<file path="config.mk">
export PLATFORM = sky130hd
export DESIGN_NAME = sd_cmd_top
export DESIGN_NICKNAME = d
export VERILOG_FILES = /design/src/hw/sd_pkg.sv /design/src/hw/sd_crc7.sv /design/src/hw/sd_cmd_regs.sv /design/src/hw/sd_cmd_serializer.sv /design/src/hw/sd_cmd_top.sv
export SDC_FILE = /design/constraint.sdc
export NUM_CORES = 1
export LEC_CHECK = 0
export ABC_CLOCK_PERIOD_IN_PS = 4300
export BUFFER_PORTS_ARGS = -buffer_cell sky130_fd_sc_hd__buf_4
export CORE_MARGIN = 1
export CORE_UTILIZATION = 52
export CTS_BUF_LIST = sky130_fd_sc_hd__clkbuf_2
export CTS_CLUSTER_DIAMETER = 80
export DETAILED_ROUTE_END_ITERATION = 8
export PLACE_DENSITY = 0.7
export SYNTH_ARGS = -nofsm -noshare
export SYNTH_HDL_FRONTEND = slang
export SYNTH_HIERARCHICAL = 1
export SYNTH_SLANG_ARGS = --single-unit
export TNS_END_PERCENT = 100
</file>
<file path="constraint.sdc">
create_clock -name clk -period 4.3 [get_ports clk]
set_input_delay 0.43 -clock clk [delete_from_list [all_inputs] [get_ports clk]]
set_output_delay 0.43 -clock clk [all_outputs]
set_load 0.01 [all_outputs]
</file>
<file path="src/hw/sd_pkg.sv">
package sd_pkg;

    localparam int cmd_body_w  = 40;
    localparam int crc_w       = 7;
    localparam int crc_work_w  = cmd_body_w + crc_w;
    localparam int cmd_frame_w = cmd_body_w + crc_w + 1;

    // x^7 + x^3 + 1 with the implicit top term written out.
    localparam logic [7:0] crc7_poly = 8'h89;

    typedef logic [cmd_body_w-1:0]  cmd_body_t;
    typedef logic [cmd_frame_w-1:0] cmd_frame_t;
    typedef logic [31:0]            cmd_arg_t;
    typedef logic [5:0]             cmd_index_t;
    typedef logic [crc_w-1:0]       crc7_t;
    typedef logic [7:0]             clk_div_t;

    typedef logic [3:0]             wb_addr_t;
    typedef logic [31:0]            wb_data_t;

    localparam wb_addr_t reg_arg_addr    = 4'h0;
    localparam wb_addr_t reg_cmd_addr    = 4'h4;
    localparam wb_addr_t reg_status_addr = 4'h8;
    localparam wb_addr_t reg_div_addr    = 4'hC;

    typedef enum logic [1:0] {
        crc_idle,
        crc_working,
        crc_valid
    } crc_state_t;

    typedef enum logic [1:0] {
        ser_idle,
        ser_crc_wait,
        ser_shifting
    } ser_state_t;

endpackage

</file>
<file path="src/hw/sd_crc7.sv">
`timescale 1ns/1ps

module sd_crc7 import sd_pkg::*; (
    input  logic       clk,
    input  logic       rst,

    input  logic       load,
    input  cmd_body_t  data_in,

    output crc7_t      crc_out,
    output logic       valid
);

    localparam logic [crc_work_w-1:0] poly_start = {crc7_poly, {(crc_work_w-8){1'b0}}};

    logic [crc_work_w-1:0] work;
    logic [crc_work_w-1:0] work_next;
    logic [crc_work_w-1:0] polyshift;
    crc_state_t            state;
    crc_state_t            state_next;
    logic [5:0]            count;
    logic [5:0]            count_next;

    always_ff @(posedge clk) begin
        if (rst) begin
            work      <= '0;
            polyshift <= poly_start;
            state     <= crc_idle;
            count     <= '0;
        end else begin
            state <= state_next;
            count <= count_next;
            if (load) begin
                work <= {data_in, {crc_w{1'b0}}};   // body followed by seven zero bits.
            end else begin
                work <= work_next;
            end

            if (state == crc_working) begin
                polyshift <= polyshift >> 1;
            end else if (state == crc_valid) begin
                polyshift <= poly_start;    // realign for the next load.
            end
        end
    end

    always_comb begin
        state_next = state;
        count_next = count;

        case (state)
            crc_idle, crc_valid: begin
                if (load) begin
                    state_next = crc_working;
                    count_next = '0;
                end
            end

            crc_working: begin
                if (count == 6'(cmd_body_w - 1)) begin
                    state_next = crc_valid;
                    count_next = '0;
                end else begin
                    count_next = count + 6'd1;
                end
            end

            default: begin
                state_next = crc_idle;
            end
        endcase
    end

    always_comb begin
        work_next = work;
        crc_out   = '0;
        valid     = 1'b0;

        case (state)
            crc_working: begin
                // the polynomial sits under the current leading bit.
                if (work[6'(crc_work_w - 1) - count]) begin
                    work_next = work ^ polyshift;
                end
            end

            crc_valid: begin
                crc_out = work[crc_w-1:0];
                valid   = ~load;    // a new load drops valid at once.
            end

            default: begin
                work_next = work;
            end
        endcase
    end

endmodule

</file>
<file path="src/hw/sd_cmd_regs.sv">
`timescale 1ns/1ps

module sd_cmd_regs import sd_pkg::*; (
    input  logic       clk,
    input  logic       rst,

    input  logic       wb_cyc,
    input  logic       wb_stb,
    input  logic       wb_we,
    input  wb_addr_t   wb_adr,
    input  wb_data_t   wb_dat_w,
    output wb_data_t   wb_dat_r,
    output logic       wb_ack,

    input  logic       busy,
    input  logic       frame_done,
    output logic       start,
    output cmd_index_t cmd_index,
    output cmd_arg_t   cmd_arg,
    output clk_div_t   clk_div
);

    logic     req;
    logic     wr;
    logic     accept_cmd;
    logic     done;
    wb_data_t rd_data;

    // ack low on the cycle after ack keeps a held request from being taken twice.
    assign req = wb_cyc & wb_stb & ~wb_ack;
    assign wr  = req & wb_we;

    assign accept_cmd = wr & (wb_adr == reg_cmd_addr) & ~busy;

    always_ff @(posedge clk) begin
        if (rst) begin
            wb_ack  <= 1'b0;
            start   <= 1'b0;
            done    <= 1'b0;
            clk_div <= '0;
        end else begin
            wb_ack <= req;
            start  <= accept_cmd;

            if (accept_cmd) begin
                done <= 1'b0;   // cleared by the next accepted command.
            end else if (frame_done) begin
                done <= 1'b1;
            end

            if (wr && wb_adr == reg_div_addr) begin
                clk_div <= wb_dat_w[7:0];
            end
        end
    end

    always_ff @(posedge clk) begin
        if (wr && wb_adr == reg_arg_addr) begin
            cmd_arg <= wb_dat_w;
        end

        if (accept_cmd) begin
            cmd_index <= wb_dat_w[5:0];
        end

        if (req && !wb_we) begin
            wb_dat_r <= rd_data;    // held for the ack cycle.
        end
    end

    always_comb begin
        rd_data = '0;

        case (wb_adr)
            reg_arg_addr: begin
                rd_data = cmd_arg;
            end

            reg_cmd_addr: begin
                rd_data = {26'd0, cmd_index};
            end

            reg_status_addr: begin
                rd_data = {30'd0, done, busy};
            end

            reg_div_addr: begin
                rd_data = {24'd0, clk_div};
            end

            default: begin
                rd_data = '0;   // unknown offsets read zero.
            end
        endcase
    end

endmodule

</file>
<file path="src/hw/sd_cmd_serializer.sv">
`timescale 1ns/1ps

module sd_cmd_serializer import sd_pkg::*; (
    input  logic       clk,
    input  logic       rst,

    input  logic       start,
    input  cmd_index_t cmd_index,
    input  cmd_arg_t   cmd_arg,
    input  clk_div_t   clk_div,
    output logic       busy,
    output logic       frame_done,

    output logic       sd_clk,
    output logic       cmd,
    output logic       cmd_oe
);

    ser_state_t state;
    cmd_body_t  body;
    cmd_frame_t shreg;
    clk_div_t   div_q;
    clk_div_t   div_cnt;
    logic [5:0] bit_cnt;
    logic       phase;
    logic       half_end;
    logic       load;
    logic       crc_valid;
    crc7_t      crc;

    sd_crc7 crc0 (
        .clk     (clk),
        .rst     (rst),
        .load    (load),
        .data_in (body),
        .crc_out (crc),
        .valid   (crc_valid)
    );

    assign half_end = (div_cnt == div_q);

    assign busy   = (state != ser_idle);
    assign cmd_oe = (state == ser_shifting);
    assign sd_clk = cmd_oe & phase;     // low half first, then high half.
    assign cmd    = cmd_oe ? shreg[cmd_frame_w-1] : 1'b1;

    always_ff @(posedge clk) begin
        if (rst) begin
            state      <= ser_idle;
            load       <= 1'b0;
            frame_done <= 1'b0;
            phase      <= 1'b0;
            div_cnt    <= '0;
            bit_cnt    <= '0;
        end else begin
            load       <= 1'b0;
            frame_done <= 1'b0;

            case (state)
                ser_idle: begin
                    if (start) begin
                        state <= ser_crc_wait;
                        load  <= 1'b1;
                    end
                end

                ser_crc_wait: begin
                    if (crc_valid) begin
                        state   <= ser_shifting;
                        phase   <= 1'b0;
                        div_cnt <= '0;
                        bit_cnt <= '0;
                    end
                end

                ser_shifting: begin
                    if (half_end) begin
                        div_cnt <= '0;
                        phase   <= ~phase;
                        if (phase) begin    // end of a whole bit.
                            if (bit_cnt == 6'(cmd_frame_w - 1)) begin
                                state      <= ser_idle;
                                frame_done <= 1'b1;
                            end else begin
                                bit_cnt <= bit_cnt + 6'd1;
                            end
                        end
                    end else begin
                        div_cnt <= div_cnt + 8'd1;
                    end
                end

                default: begin
                    state <= ser_idle;
                end
            endcase
        end
    end

    always_ff @(posedge clk) begin
        if (state == ser_idle && start) begin
            body  <= {1'b0, 1'b1, cmd_index, cmd_arg};
            div_q <= clk_div;   // the divider is fixed for the whole frame.
        end

        if (state == ser_crc_wait && crc_valid) begin
            shreg <= {body, crc, 1'b1};
        end else if (state == ser_shifting && half_end && phase) begin
            shreg <= shreg << 1;    // next bit appears as sd_clk falls.
        end
    end

endmodule

</file>
<file path="src/hw/sd_cmd_top.sv">
`timescale 1ns/1ps

module sd_cmd_top import sd_pkg::*; (
    input  logic     clk,
    input  logic     rst,

    input  logic     wb_cyc,
    input  logic     wb_stb,
    input  logic     wb_we,
    input  wb_addr_t wb_adr,
    input  wb_data_t wb_dat_w,
    output wb_data_t wb_dat_r,
    output logic     wb_ack,

    output logic     sd_clk,
    output logic     cmd,
    output logic     cmd_oe
);

    logic       start;
    logic       busy;
    logic       frame_done;
    cmd_index_t cmd_index;
    cmd_arg_t   cmd_arg;
    clk_div_t   clk_div;

    sd_cmd_regs regs0 (
        .clk        (clk),
        .rst        (rst),
        .wb_cyc     (wb_cyc),
        .wb_stb     (wb_stb),
        .wb_we      (wb_we),
        .wb_adr     (wb_adr),
        .wb_dat_w   (wb_dat_w),
        .wb_dat_r   (wb_dat_r),
        .wb_ack     (wb_ack),
        .busy       (busy),
        .frame_done (frame_done),
        .start      (start),
        .cmd_index  (cmd_index),
        .cmd_arg    (cmd_arg),
        .clk_div    (clk_div)
    );

    sd_cmd_serializer ser0 (
        .clk        (clk),
        .rst        (rst),
        .start      (start),
        .cmd_index  (cmd_index),
        .cmd_arg    (cmd_arg),
        .clk_div    (clk_div),
        .busy       (busy),
        .frame_done (frame_done),
        .sd_clk     (sd_clk),
        .cmd        (cmd),
        .cmd_oe     (cmd_oe)
    );

endmodule

</file>
Yosys cells after proc, flatten, opt, wreduce, memory -nomap -nowiden
Index checks and enable logic that the tools add are counted.
Word-level totals
  flip-flop bits (word level): 296
  bits of input ports: 41
  output and inout bits: 36
  word-level logic and storage cells: 129
Cells by class
  add/subtract/negate cells: 4
  magnitude comparators: 1
  eq/ne operators: 18
  mux-type cells: 38
  bitwise operators: 14
  reduce and logical (&&, ||, !) cells: 31
Operators by type and width (number)
  47-bit 2-to-1 mux: 5
  32-bit one-hot mux with 4 select lines: 1
  48-bit 2-to-1 mux: 1
  47-bit XOR: 1
  46-bit 2-to-1 mux: 1
  6-bit 2-to-1 mux: 6
  6-bit one-hot mux with 2 select lines: 2
  8-bit 2-to-1 mux: 2
  8-bit one-hot mux with 2 select lines: 1
  2-bit 2-to-1 mux: 7
  2-bit nonzero test: 7
  6-bit by 1-bit adder with 6-bit output, second input constant: 2
  6-bit equality test, second input constant: 2
  2-bit != test, second input constant: 5
  2-bit AND reduction: 5
  5-bit AND reduction: 2
  8-bit by 1-bit adder with 8-bit output, second input constant: 1
  4-bit equality test, second input constant: 2
  8-bit equality test: 1
  2-bit OR reduction: 4
  1-bit logical AND: 7
  6-bit by 7-bit less-than comparator with 1-bit output, second input constant: 1
  1-bit 2-to-1 mux: 7
  7-bit 2-to-1 mux: 1
  16 further kinds: 32

Depth between registers and ports, before layout
  depth after elaboration: 6
  mapped depth: 11
  gate-level depth less buffers: 8

Modules after synthesis
The synthesis kept the hierarchy.
By module, submodules not included
  sd_crc7: times used 1, cells each 885, area each 6706.4 µm², sequential area each 2042.0 µm²
  sd_cmd_serializer: times used 1, cells each 282, area each 4306.6 µm², sequential area each 3193.1 µm²
  sd_cmd_regs: times used 1, cells each 175, area each 3012.9 µm², sequential area each 2322.2 µm²

Worst setup path before layout
OpenSTA, ideal clock, no wires.
  path type: reg-to-reg
  from: register ser0.state[1]
  to: register ser0.body[0] (enable)
  library setup time: 450 ps
  arrival time: 2612 ps
  required time: 3850 ps
  slack: 1239 ps
  stages on the path, launching flop included: 3
  buffers on the path: 0
  period minus slack after synthesis: 3061 ps
  cells stage by stage: dfxtp_1 > or2_2 > nor2_1
On the way
  cells in the longest elaborated chain, start to end: 2
RTL lines
  start: declaration: RTL line sd_cmd_serializer.sv:19  | ser_state_t state;
  start signal: assignment: RTL line sd_cmd_serializer.sv:49  | state <= ser_idle;
  start signal: assignment: RTL line sd_cmd_serializer.sv:62  | state <= ser_crc_wait;
  start signal: assignment: RTL line sd_cmd_serializer.sv:69  | state <= ser_shifting;
  2-bit zero test: RTL line sd_cmd_serializer.sv:101  | if (state == ser_idle && start) begin
  1-bit logical AND: RTL line sd_cmd_serializer.sv:101
  end signal: assignment: RTL line sd_cmd_serializer.sv:102  | body <= {1'b0, 1'b1, cmd_index, cmd_arg};
  end: declaration: RTL line sd_cmd_serializer.sv:20  | cmd_body_t body;
Every way passes these cells.
A chain may end at the register's enable or synchronous reset.

Final worst setup path
  from: register ser0.crc0.count[1]
  to: register ser0.crc0.work[24]
On the way
  cells in the longest elaborated chain, start to end: 5
RTL lines
  start: declaration: RTL line sd_crc7.sv:21  | logic [5:0] count;
  start signal: assignment: RTL line sd_crc7.sv:32  | count <= count_next;
  6-bit subtractor: RTL line sd_crc7.sv:82  | if (work[6'(crc_work_w - 1) - count]) begin
  1-bit binary-select mux with 6-bit select: RTL line sd_crc7.sv:82
  1-bit 2-to-1 mux (not written as such): RTL line sd_crc7.sv:82
  2-bit nonzero test (no line)
  2-bit AND reduction (no line)
  end signal: assignment: RTL line sd_crc7.sv:34  | work <= {data_in, {crc_w{1'b0}}};
  end signal: assignment: RTL line sd_crc7.sv:36  | work <= work_next;
  end: declaration: RTL line sd_crc7.sv:16  | logic [crc_work_w-1:0] work;
Every way passes these cells. The select of a mux whose other input is x is not followed.

==> out/qor.csv <==
metric,value,unit
status,"complete, no violations",
wl_per_cell,17.4,um
h-tree-depth,3,
wl_met3,2060,um
final_cell_mix,"nor2_1 (228), edfxtp_1 (163), dfxtp_1 (132), a21oi_1 (114), clkbuf_2 (108)",
syn_avg_cell_area,10.5,um2
drive_gt1_share,16.8,%
fin_setup_tns,0,ps
gp_congestion,0.822,
grt-ovfl-total,0,
ant_nets,0,
synth-main-ff-cell,edfxtp_1,
cp-start-kind,flop,
hold_viol,0,
top_layer,met4,
drt_first_pass_iters,6,
worst-endpoint-required,5030,ps
rsz0062_at_grt,no,
wl_met1,15200,um
nFillCells,2138,
maxSlewViolCount,0,
die_h,166,um
syn_to_final_growth,12.3,%
synth-seq-cells,296,
internal_power,3.75,mW
first_global_vias,10300,
ios,77,
p_seq_share,59.6,%
register_area,0.00756,mm2
numCtsBuffers,78,
power_density,318,mW/mm2
placed_area,0.0147,mm2
ys_types,67,
cts_resized,0,
syn_nets,1391,
synth_cells,1342,
layout_commonest_cell,nor2_1,
via_per_inst,5.80,
tightest_slew,1070,ps
netlist_area,0.0140,mm2
final_area,0.0158,mm2
die_width,166,um
power.leakage,5.43,nW
synthArstFlopShare,0,%
ir_drop,0.259,mV
cts_tree,yes,
postCtsHoldBufs,37,
maxCapViolations,0,
nets,1500,
clk_pin_slew,100,ps
period_share,83.1,%
finalSetupViolations,0,
holdPathStages,4,
antenna_found_initial,1,
p_switching,1.27,mW
num_vias,10700,
clk_latency,910,ps
cts_root_buf,clkbuf_2,
swShare,25.3,%
wl_met2,14300,um
clock-sinks,296,
criticalPathCategory,flop to flop,
drt-total-wl,32100,um
min_period,3570,ps
arrival,4300,ps
cts_buffer_depth,3,
max_freq,0.280,GHz
critPathCaptureType,flop,
drc_errors,0,
fin_skew,126,ps
ys_seq_area_share,53.9,%
reg2regPathDepth,8,
initial_utilization,53.4,%
core,0.0263,mm2
grt_max_degree,125,
synth_edf_count,163,
yosys_warnings,6,
rows,59,
globalRouteTotalUtil,23.5,%
drt_iter0_drc,991,
dieArea,0.0276,mm2
path_max_fanout,79,
min_path_type,input pin to flop,
cts_setup_buffers,0,
multi_input_area,0.00597,mm2
p_comb_share,3.1,%
clkPwrFrac,37.3,%
grt_pass1_wl,53000,um
port_buffers,76,
relSlewSlack,29.0,%
dpl.hpwl,19700,um
area by class of cell:
type	instances	area share [%]
Timing Repair Buffer	132	6.96
Antenna cell	1	0.0159
Tap cell	335	2.66
Inverter	8	0.199
Multi-Input combinational cell	935	37.9
Clock buffer	108	3.43
Clock inverter	28	0.842
Sequential cell	296	48.0
metrics by stage:
step                util (%)  setup WS [ps]  power [mW]  hold WS (ps)  instances
finish                  60.0            726        5.01           110       1843
global route            60.0            516        5.23          70.9       1843
CTS                     59.9            769        5.07          46.0       1842
detailed placement      56.0            720        3.18           426       1669
global placement        56.0            837        3.18           422       1669
floorplan                  -           1240        3.12           417       1342
per-layer routing:
metal  up-vias  track usage (%)
li1       5194                -
met3        40             4.77
met1      5134             33.9
met4         0             8.25
met2       330             35.3
met5         -                0
path summary, 6_finish.rpt:
check	start	end	slack, ps
worst max-delay path	ser0/crc0/count[1]	ser0/crc0/work[24]	730
worst max register to register	ser0/crc0/count[1]	ser0/crc0/work[24]	730
worst min-delay path	wb_adr[3]	regs0/clk_div[4]	110
worst min register to register	regs0/cmd_arg[3]	ser0/body[3]	410
flip-flops by register name, summed over array words and instances (netlist names):
register,count
ser0/div_q,8
regs0/cmd_arg,32
ser0/frame_done,1
regs0/clk_div,8
ser0/state,2
regs0/cmd_index,6
ser0/crc0/count,6
regs0/wb_ack,1
regs0/start,1
ser0/div_cnt,8
ser0/crc0/polyshift,47
ser0/crc0/work,47
regs0/done,1
regs0/wb_dat_r,32
ser0/body,38
ser0/phase,1
ser0/bit_cnt,6
ser0/load,1
ser0/crc0/state,2
ser0/shreg,48
cell families (layout without fill, tap and decap cells):
logic type | Yosys count | count (layout) | share of synthesized area, %
AO/OA/AOI/OAI | 311 | 311 | 15.4
XOR/XNOR | 15 | 15 | 1.04
adder cells (fa/ha/maj) | 8 | 8 | 0.714
buffers and inverters | 111 | 276 | 3.84
flip-flops | 296 | 296 | 53.9
multiplexers | 70 | 70 | 6.07
other | 2 | 3 | 0.0535
AND/OR/NAND/NOR | 529 | 529 | 19.0
power by group through the flow:
stage / Clock (mW) / Sequential, mW / Combinational [mW]
6_report: 1.87 / 2.99 / 0.156
5_1_grt: 2.07 / 2.99 / 0.167
4_1_cts: 1.93 / 2.99 / 0.154
3_5_place_dp: 0 / 3.05 / 0.128
3_3_place_gp: 0 / 3.05 / 0.125
2_1_floorplan: 0 / 3.05 / 0.0619
cell usage after synthesis (5+ instances only):
library cell  number  area share, %
nor2_1           230            6.2
edfxtp_1         163             35
dfxtp_1          133             19
a21oi_1          114            4.1
clkbuf_1          75            2.0
nand2_1           74            2.0
mux2i_1           58            4.1
nand3b_1          47            2.5
nor2b_1           46            2.1
a22o_1            45            2.8
o31ai_1           42            2.2
a311oi_1          40            2.5
and2_1            40            1.8
o21ai_0           19           0.68
nand3_1           18           0.64
nand4_1           14           0.62
nor3b_1           13           0.70
mux4_2            12            1.9
nor3_1            10           0.36
o211ai_1          10           0.54
buf_2              9           0.32
buf_6              9           0.72
xnor2_1            9           0.56
a211oi_1           8           0.43
ha_1               8           0.71
a221oi_2           7           0.75
inv_1              7           0.19
or2_2              7           0.31
buf_4              6           0.32
and3_1             5           0.22
critical path: stages, from the launching register on:
cell and delay [ps]:
dfxtp_1 380, ha_1 710, mux2i_1 420, mux4_2 290, nor3b_1 220, nand4bb_4 320
buf_4 690, o31ai_1 200, a311oi_1 230
Note: power is estimated with default switching activity, not from simulation.
